===== config.mk =====
export PLATFORM = sky130hd
export DESIGN_NAME = siFhTop
export DESIGN_NICKNAME = d
export VERILOG_FILES = /design/src/rtl/sifhTypesPkg.sv /design/src/rtl/sifhCtrlPkg.sv /design/src/rtl/histRam.sv /design/src/rtl/stampDecode.sv /design/src/rtl/histBuilder.sv /design/src/rtl/peakFinder.sv /design/src/rtl/histSequencer.sv /design/src/rtl/siFhTop.sv
export VERILOG_INCLUDE_DIRS = /design/src /design/src/include
export SDC_FILE = /design/constraint.sdc
export NUM_CORES = 1
export LEC_CHECK = 0
export BUFFER_PORTS_ARGS = -buffer_cell sky130_fd_sc_hd__clkbuf_2
export CAP_MARGIN = 30
export CORE_ASPECT_RATIO = 0.8
export CORE_UTILIZATION = 35
export CTS_CLUSTER_SIZE = 8
export DETAILED_ROUTE_END_ITERATION = 12
export GPL_TIMING_DRIVEN = 0
export HOLD_SLACK_MARGIN = 0.05
export PLACE_DENSITY = 0.47
export RECOVER_POWER = 50
export SKIP_LAST_GASP = 1
export SLEW_MARGIN = 15
export SYNTH_ARGS = -nofsm -noshare
export SYNTH_HDL_FRONTEND = slang
export SYNTH_SLANG_ARGS = --single-unit

===== constraint.sdc =====
create_clock -name clk -period 5.1 [get_ports clk]
set_clock_uncertainty 0.05 [all_clocks]
set_input_delay 0.255 -clock clk [delete_from_list [all_inputs] [get_ports clk]]
set_output_delay 0.255 -clock clk [all_outputs]
set_load 0.05 [all_outputs]

===== src/include/sifh_cfg.svh =====
`ifndef SIFH_CFG_SVH
`define SIFH_CFG_SVH

// timestamp word from the TDC
`define NP 12

// bin index width, one histogram holds 2**NB bins
`define NB 4

// width of one bin count
`define PEAK_MAX 8

// stamps accepted per pass
`define SAMPLES_PER_PASS 32

`define BIN_NUM (1 << `NB)

`endif


===== src/rtl/sifhTypesPkg.sv =====
`include "sifh_cfg.svh"

package sifhTypesPkg;

    typedef logic [`NB-1:0] binT;           // histogram bin index
    typedef logic [`PEAK_MAX-1:0] countT;   // saturating bin count

    // coarse pass reads the top bits as the bin
    typedef struct packed {
        binT bin;
        logic [`NP-`NB-1:0] rest;
    } coarseViewT;

    // fine pass splits the top bits into window and fine bin
    typedef struct packed {
        binT window;
        binT fineBin;
        logic [`NP-2*`NB-1:0] rest;
    } fineViewT;

    // one TDC word, decoded per pass
    typedef union packed {
        coarseViewT coarse;
        fineViewT fine;
    } stampT;

    typedef struct packed {
        logic en;
        binT addr;
        countT data;
    } ramWriteT;

    typedef struct packed {
        binT coarseBin;
        binT fineBin;
        countT peakCount;   // count of the fine peak
    } peakResultT;

endpackage


===== src/rtl/sifhCtrlPkg.sv =====
package sifhCtrlPkg;

    typedef enum logic [2:0] {
        phIdle,
        phClear,    // zero the SRAM
        phBuild,    // accept stamps
        phScan,     // peak search
        phFilter,   // latch coarse window
        phReport
    } phaseT;

    typedef enum logic {
        passCoarse,
        passFine
    } passT;

    // command bundle from the sequencer to the datapath
    typedef struct packed {
        logic clearStart;           // one-cycle pulse
        logic scanStart;            // one-cycle pulse
        passT pass;
        sifhTypesPkg::binT window;  // coarse peak, valid in fine pass
    } seqCmdT;

endpackage


===== src/rtl/histRam.sv =====
`timescale 1ns/1ps
`include "sifh_cfg.svh"

module histRam (
    input  logic                     clk,
    input  sifhTypesPkg::ramWriteT   wr,
    input  sifhTypesPkg::binT        rdAddr,
    output sifhTypesPkg::countT      rdData
);

    sifhTypesPkg::countT mem [`BIN_NUM];

    // write port
    always_ff @(posedge clk) begin
        if (wr.en) begin
            mem[wr.addr] <= wr.data;
        end
    end

    // registered read, returns the old word on a same-address write
    always_ff @(posedge clk) begin
        rdData <= mem[rdAddr];
    end

endmodule


===== src/rtl/stampDecode.sv =====
`timescale 1ns/1ps

module stampDecode (
    input  logic                   clk,
    input  logic                   res,
    input  sifhTypesPkg::stampT    stamp,
    input  logic                   stampValid,
    input  logic                   accept,
    input  sifhCtrlPkg::seqCmdT    cmd,
    output logic                   hit,
    output sifhTypesPkg::binT      hitBin
);

    logic              taken;
    logic              inWindow;
    logic              hitNext;
    sifhTypesPkg::binT binNext;

    assign taken = stampValid && accept;    // stamp seen by the histogram
    assign inWindow = (stamp.fine.window == cmd.window);

    always_comb begin
        if (cmd.pass == sifhCtrlPkg::passCoarse) begin
            hitNext = taken;
            binNext = stamp.coarse.bin;
        end else begin
            // outside the coarse window the stamp is counted but not binned
            hitNext = taken && inWindow;
            binNext = stamp.fine.fineBin;
        end
    end

    always_ff @(posedge clk or negedge res) begin
        if (!res) begin
            hit <= 1'b0;
        end else begin
            hit <= hitNext;
        end
    end

    always_ff @(posedge clk) begin
        hitBin <= binNext;
    end

endmodule


===== src/rtl/histBuilder.sv =====
`timescale 1ns/1ps

module histBuilder (
    input  logic                     clk,
    input  logic                     res,
    input  sifhCtrlPkg::seqCmdT      cmd,
    input  logic                     hit,
    input  sifhTypesPkg::binT        hitBin,
    input  sifhTypesPkg::binT        scanAddr,
    output sifhTypesPkg::countT      scanCount,
    output logic                     clearDone,
    output logic                     busy,
    output sifhTypesPkg::ramWriteT   ramWr,
    output sifhTypesPkg::binT        ramRdAddr,
    input  sifhTypesPkg::countT      ramRdData
);

    logic                   clearing;
    sifhTypesPkg::binT      clrAddr;
    logic                   s1Valid;    // increment waiting for its read data
    sifhTypesPkg::binT      s1Bin;
    sifhTypesPkg::ramWriteT lastWr;     // write of the previous cycle
    sifhTypesPkg::countT    base;
    sifhTypesPkg::countT    incCount;

    // clear counter, one zero write per cycle
    always_ff @(posedge clk or negedge res) begin
        if (!res) begin
            clearing <= 1'b0;
            clrAddr  <= '0;
        end else if (cmd.clearStart) begin
            clearing <= 1'b1;
            clrAddr  <= '0;
        end else if (clearing) begin
            clrAddr <= clrAddr + 1'b1;
            if (clrAddr == '1) begin
                clearing <= 1'b0;
            end
        end
    end

    assign clearDone = clearing && (clrAddr == '1);

    // increment pipeline, read in cycle 0 and write in cycle 1
    always_ff @(posedge clk or negedge res) begin
        if (!res) begin
            s1Valid <= 1'b0;
            lastWr  <= '0;
        end else begin
            s1Valid <= hit;
            lastWr  <= ramWr;
        end
    end

    always_ff @(posedge clk) begin
        s1Bin <= hitBin;
    end

    // the RAM still holds the old count when the last write hit the same bin
    assign base = (lastWr.en && lastWr.addr == s1Bin) ? lastWr.data : ramRdData;
    assign incCount = (base == '1) ? base : base + 1'b1;   // saturate

    always_comb begin
        ramWr = '0;
        if (clearing) begin
            ramWr.en   = 1'b1;
            ramWr.addr = clrAddr;
        end else if (s1Valid) begin
            ramWr.en   = 1'b1;
            ramWr.addr = s1Bin;
            ramWr.data = incCount;
        end
    end

    assign ramRdAddr = hit ? hitBin : scanAddr;    // scan owns the port outside build
    assign scanCount = ramRdData;
    assign busy = hit || s1Valid;

endmodule


===== src/rtl/peakFinder.sv =====
`timescale 1ns/1ps

module peakFinder (
    input  logic                  clk,
    input  logic                  res,
    input  logic                  scanStart,
    output sifhTypesPkg::binT     scanAddr,
    input  sifhTypesPkg::countT   scanCount,
    output logic                  scanDone,
    output sifhTypesPkg::binT     peakBin,
    output sifhTypesPkg::countT   peakCount
);

    logic                active;
    sifhTypesPkg::binT   addr;
    logic                vld;       // scanCount belongs to vldBin
    sifhTypesPkg::binT   vldBin;
    sifhTypesPkg::binT   maxBin;
    sifhTypesPkg::countT maxCount;

    // address sweep over all bins
    always_ff @(posedge clk or negedge res) begin
        if (!res) begin
            active   <= 1'b0;
            addr     <= '0;
            vld      <= 1'b0;
            scanDone <= 1'b0;
        end else begin
            vld      <= active;
            scanDone <= vld && (vldBin == '1);  // last bin compared
            if (scanStart) begin
                active <= 1'b1;
                addr   <= '0;
            end else if (active) begin
                addr <= addr + 1'b1;
                if (addr == '1) begin
                    active <= 1'b0;
                end
            end
        end
    end

    // address delayed to meet the registered read data
    always_ff @(posedge clk) begin
        vldBin <= addr;
    end

    // running maximum, strictly greater keeps the lowest bin on ties
    always_ff @(posedge clk) begin
        if (scanStart) begin
            maxBin   <= '0;
            maxCount <= '0;
        end else if (vld && scanCount > maxCount) begin
            maxBin   <= vldBin;
            maxCount <= scanCount;
        end
    end

    assign scanAddr = addr;
    assign peakBin = maxBin;
    assign peakCount = maxCount;

endmodule


===== src/rtl/histSequencer.sv =====
`timescale 1ns/1ps
`include "sifh_cfg.svh"

module histSequencer (
    input  logic                      clk,
    input  logic                      res,
    input  logic                      start,
    input  logic                      stampValid,
    output sifhCtrlPkg::seqCmdT       cmd,
    output logic                      accept,
    output logic                      ready,
    input  logic                      clearDone,
    input  logic                      busy,
    input  logic                      scanDone,
    input  sifhTypesPkg::binT         peakBin,
    input  sifhTypesPkg::countT       peakCount,
    output sifhTypesPkg::peakResultT  result,
    output logic                      resultValid
);

    localparam int CntW = $clog2(`SAMPLES_PER_PASS) + 1;

    sifhCtrlPkg::phaseT      phase;
    sifhCtrlPkg::passT       passQ;
    sifhTypesPkg::binT       windowQ;
    logic                    readyQ;
    logic                    clearStartQ;
    logic                    scanStartQ;
    logic [CntW-1:0]         sampleCnt;
    sifhTypesPkg::peakResultT resultQ;

    always_ff @(posedge clk or negedge res) begin
        if (!res) begin
            phase       <= sifhCtrlPkg::phIdle;
            passQ       <= sifhCtrlPkg::passCoarse;
            windowQ     <= '0;
            readyQ      <= 1'b0;
            clearStartQ <= 1'b0;
            scanStartQ  <= 1'b0;
            sampleCnt   <= '0;
        end else begin
            clearStartQ <= 1'b0;
            scanStartQ  <= 1'b0;
            case (phase)
                sifhCtrlPkg::phIdle: begin
                    if (start) begin
                        phase       <= sifhCtrlPkg::phClear;
                        passQ       <= sifhCtrlPkg::passCoarse;
                        clearStartQ <= 1'b1;
                    end
                end
                sifhCtrlPkg::phClear: begin
                    if (clearDone) begin
                        phase     <= sifhCtrlPkg::phBuild;
                        readyQ    <= 1'b1;      // open the TDC
                        sampleCnt <= '0;
                    end
                end
                sifhCtrlPkg::phBuild: begin
                    if (readyQ && stampValid) begin
                        sampleCnt <= sampleCnt + 1'b1;
                        if (sampleCnt == CntW'(`SAMPLES_PER_PASS - 1)) begin
                            readyQ <= 1'b0;
                        end
                    end
                    // wait for the last increment to land in the SRAM
                    if (!readyQ && !busy) begin
                        phase      <= sifhCtrlPkg::phScan;
                        scanStartQ <= 1'b1;
                    end
                end
                sifhCtrlPkg::phScan: begin
                    if (scanDone) begin
                        if (passQ == sifhCtrlPkg::passCoarse) begin
                            phase <= sifhCtrlPkg::phFilter;
                        end else begin
                            phase <= sifhCtrlPkg::phReport;
                        end
                    end
                end
                sifhCtrlPkg::phFilter: begin
                    windowQ     <= peakBin;     // coarse peak becomes the window
                    passQ       <= sifhCtrlPkg::passFine;
                    clearStartQ <= 1'b1;
                    phase       <= sifhCtrlPkg::phClear;
                end
                default: begin
                    phase <= sifhCtrlPkg::phIdle;  // phReport lasts one cycle
                end
            endcase
        end
    end

    // fine peak plus window, held until the next run
    always_ff @(posedge clk) begin
        if (phase == sifhCtrlPkg::phScan && scanDone && passQ == sifhCtrlPkg::passFine) begin
            resultQ.coarseBin <= windowQ;
            resultQ.fineBin   <= peakBin;
            resultQ.peakCount <= peakCount;
        end
    end

    assign cmd.clearStart = clearStartQ;
    assign cmd.scanStart = scanStartQ;
    assign cmd.pass = passQ;
    assign cmd.window = windowQ;

    assign ready = readyQ;
    assign accept = readyQ && (phase == sifhCtrlPkg::phBuild);
    assign result = resultQ;
    assign resultValid = (phase == sifhCtrlPkg::phReport);

endmodule


===== src/rtl/siFhTop.sv =====
`timescale 1ns/1ps

module siFhTop (
    input  logic                      clk,
    input  logic                      res,
    input  logic                      start,
    input  sifhTypesPkg::stampT       stamp,
    input  logic                      stampValid,
    output logic                      ready,
    output sifhTypesPkg::peakResultT  result,
    output logic                      resultValid
);

    sifhCtrlPkg::seqCmdT    cmd;
    logic                   accept;
    logic                   hit;
    sifhTypesPkg::binT      hitBin;
    sifhTypesPkg::binT      scanAddr;
    sifhTypesPkg::countT    scanCount;
    logic                   clearDone;
    logic                   busy;
    logic                   scanDone;
    sifhTypesPkg::binT      peakBin;
    sifhTypesPkg::countT    peakCount;
    sifhTypesPkg::ramWriteT ramWr;
    sifhTypesPkg::binT      ramRdAddr;
    sifhTypesPkg::countT    ramRdData;

    histSequencer iSeq (
        .clk(clk), .res(res), .start(start), .stampValid(stampValid),
        .cmd(cmd), .accept(accept), .ready(ready),
        .clearDone(clearDone), .busy(busy), .scanDone(scanDone),
        .peakBin(peakBin), .peakCount(peakCount),
        .result(result), .resultValid(resultValid)
    );

    stampDecode iDecode (
        .clk(clk), .res(res), .stamp(stamp), .stampValid(stampValid),
        .accept(accept), .cmd(cmd), .hit(hit), .hitBin(hitBin)
    );

    histBuilder iBuilder (
        .clk(clk), .res(res), .cmd(cmd), .hit(hit), .hitBin(hitBin),
        .scanAddr(scanAddr), .scanCount(scanCount),
        .clearDone(clearDone), .busy(busy),
        .ramWr(ramWr), .ramRdAddr(ramRdAddr), .ramRdData(ramRdData)
    );

    peakFinder iPeak (
        .clk(clk), .res(res), .scanStart(cmd.scanStart),
        .scanAddr(scanAddr), .scanCount(scanCount), .scanDone(scanDone),
        .peakBin(peakBin), .peakCount(peakCount)
    );

    histRam iRam (
        .clk(clk), .wr(ramWr), .rdAddr(ramRdAddr), .rdData(ramRdData)
    );

endmodule


==> impl_results.md <==
* Status: finished clean
* Synthesized area at ~0.0090 mm²
* Setup WS post-layout at ~1.5 ns
* Crit share post-route at 70.0%
* Overflow left after global routing at 0
* Syn Inst Count at around 590
* Overall power at just over 6 mW
* Clk buf depth at 3
* Fmax at between 200 and 300 MHz
* HPWL Detailed at 13400 µm
* EDFF count, synth at roughly 140
* Vias/cell at 5.10
* M1 WL at around 9200 µm
* CP max FO at 10
* Synthesized Nets at between 600 and 700
* Die Width at about 180 µm
* Largest net degree at the start of global routing at 28
* Critical Path AT at approximately 4 ns
* Number of buffers created by CTS at 31
* Number of global-route vias before repair at between 5k and 6k
* P per Cell Area at 583 mW/mm²
* Crit path buf inv count at 2
* Rows at 52
* Most common cell in the synthesized netlist: edfxtp_1
* Share of layout cells above drive strength 1 at around 15%
* Routed met2 length at roughly 9000 µm
* Initial core utilization at 35.6%
* Fin Setup TNS at 0 ns
* Num ports at 34
* Via count at ~5.2k
* Post-DRT Antenna Nets at 0
* Initial antenna violation count at 0
* Routed len/inst at 19.4 µm
* FF+latch count, synth at 220
* Total GRT Usage at around 15%
* Global placement routability congestion at roughly 0.8
* CTS resizes at 0
* NumNets Final at 700
* P&R area growth vs syn at 18.5%
* Core ar. at between 0.02 and 0.03 mm²
* Fill count at 2325
* Top-area cell type share of the netlist area at approximately half
* Hold wc startpoint: iDecode.hitBin[3]$_DFF_P_
* RSZ-0062 raised after global routing: false
* Post-CTS Setup Repair Bufs at 0
* PortBufs at 29
* CP dominant cell by count: and3_1
* Fin crit period at around 3.6 ns
* Worst min-delay path category: register to register
* First-pass GRT wire length at between 30000 and 40000 µm
* Crit. End Element: register
* Pre-antenna DRT Iters at 6
* TritonCTS clock tree: done
* Slowest stage delay, CP at around 0.54 ns
* Final core occ at 42.2%
* Worst-skew pair later-pin latency at about 0.55 ns
* Clk slew on worst S/H paths at about 0.05 ns
* WL final at between 15000 and 20000 µm
* WS Path Type: register to register
* CP Launch Point: iBuilder.lastWr[11]$_DFF_PN0_
* Register area share after synthesis at 67.5%
* Pre-CTS setup slack at 1.56 ns
* Setup-failing EPs final at 0
* Avg Inst Size Synth at 15.3 µm²
* Full die area at 0.0263 mm²
* Reg2reg setup slack at 1.53 ns
* Synth top cells by count: 144 x edfxtp_1, 44 x dfrtp_1, 42 x nor2_1
* Wire length on met3 at 881 µm
* Peak VDD IR at approximately 0.32 mV
* Ys async rst share at between 20% and 30%
* Crit path launch type: register
* Dominant synthesized flop cell: edfxtp_1
* Root buffer cell: clkbuf_16
* Slew Viols, Final at 0
* Synth area leaders: edfxtp_1 48%, dfrtp_1 12%, mux4_2 8.0%
* Worst path required time at roughly 5.4 ns
* Hold violation count in the final report at 0
* Synth unique cells at 50
* Yosys top cell by area: edfxtp_1
* Maxcap violations at 0
* DRC at 0
* Lkg Pwr at between 3 and 4 nW
* CP cell instances: xnor2_1 > and3_1 > clkbuf_1 > and3_1 > a21o_1 > ha_1 > nand3_1 > nor2_1 > a21boi_0 > a211oi_1 > nor3b_2 > buf_6
* Reg-to-reg startpoint: iBuilder.lastWr[11]$_DFF_PN0_
* CTS Sinks at 220
* 1st-iter DRT viols at 324
* Slew HR at 3.16%
* Diode count at 0
* Max Used Layer: met4
* Delay-heaviest family, CP: simple AND/OR/NAND/NOR gates
* Ys Warns at 0
* Placed insts at about 950
* Worst-margin pin slew at about 1.5 ns
* Slowest-stage cell, CP: nor3b_2
* Chip Height at between 100 and 150 µm
* Final Non-Filler Cells at a little over 1k
* H-Tree Depth at 1
==> path summary, 6_finish.rpt <==
kind | cells past startpoint | endpoint
worst max-delay path | 12 | iRam.mem[14][0]$_DFFE_PP_
worst min-delay path | 0 | iBuilder.s1Bin[3]$_DFF_P_
worst max register to register | 12 | iRam.mem[14][0]$_DFFE_PP_
worst min register to register | 0 | iBuilder.s1Bin[3]$_DFF_P_
max in group asynchronous | 3 | iBuilder.lastWr[6]$_DFF_PN0_
min in group asynchronous | 2 | iSeq.sampleCnt[1]$_DFFE_PN0P_
==> timing repair <==
item	in CTS	in global routing
endpoints found under the setup margin	0	0
endpoints found under the hold margin	52	0
hold buffers	14	0
==> cells in the final DEF, fill, tap and decap left out, types with 7 or more instances in the layout <==
cell           instances
nand2_1               20
and3_1                 9
ha_1                  12
dfrtp_1               44
dlygate4sd3_1         14
xnor2_1               15
a211oi_1              10
a21o_1                 7
buf_6                  8
a21oi_1               14
nor2b_1                9
o21ai_0               11
nand2b_1              29
mux2i_1               25
clkbuf_16             31
clkbuf_2              10
dfxtp_1               32
nand4_1               11
clkbuf_1              58
nor2_1                42
nor3_1                 8
mux4_2                32
edfxtp_1             144
mux2_2                 8
xor2_1                 7
inv_1                 16
nand3_1               16
==> cell families (layout without fill, tap and decap cells) <==
group | after synthesis | after routing | share of synthesized area [%]
AOI/OAI and AO/OA | 72 | 72 | 5.45
muxes | 67 | 67 | 12.2
xor gates and xnor gates | 22 | 22 | 2.14
adders and majority gates | 12 | 12 | 1.67
and+or+nand+nor | 157 | 157 | 9.05
DFF | 220 | 220 | 67.5
buffers and inverters | 38 | 145 | 1.99
==> metal layers <==
metal	up-vias	global-route usage (%)
met2	134	24.8
met5	-	0
li1	2417	-
met1	2615	21.5
met3	30	2.94
met4	0	3.94
==> flip-flops by register name, indices dropped and copies added, names as in the netlist, 4 cells and up <==
register / cells
iBuilder.clrAddr: 4
iBuilder.lastWr: 13
iBuilder.s1Bin: 4
iDecode.hitBin: 4
iPeak.peakBin: 4
iPeak.peakCount: 8
iPeak.scanAddr: 4
iPeak.vldBin: 4
iRam.mem: 128
iRam.rdData: 8
iSeq.result: 16
iSeq.sampleCnt: 6
iSeq.windowQ: 4
==> final cells by class <==
| cell class | instances | area [µm²] | share of cell area [%] |
|---|---|---|---|
| Clock buffer | 54 | 862 | 8.09 |
| Timing Repair Buffer | 51 | 329 | 3.09 |
| Clock inverter | 2 | 50.0 | 0.470 |
| Sequential cell | 220 | 6070 | 57.0 |
| Multi-Input combinational cell | 330 | 2760 | 25.9 |
| Buffer | 21 | 113 | 1.06 |
| Tap cell | 324 | 405 | 3.81 |
| Inverter | 17 | 63.8 | 0.599 |
==> report_power, final <==
group / leakage, nW / internal, mW / total [mW] / switching [mW]
sequential: 2.19 / 2.30 / 2.55 / 0.247
clock: 0.433 / 1.18 / 1.90 / 0.722
combinational: 1.29 / 0.751 / 1.76 / 1.01
total: 3.91 / 4.23 / 6.21 / 1.98
==> metrics by stage <==
step           hold WS [ns]  area, µm²
6_report              0.312      10700
5_1_grt               0.323      10700
4_1_cts               0.163      10700
3_5_place_dp          0.188       9650
3_3_place_gp          0.307       9540
2_1_floorplan       -0.0906       8980
Note: power is estimated with default switching activity, not from simulation.
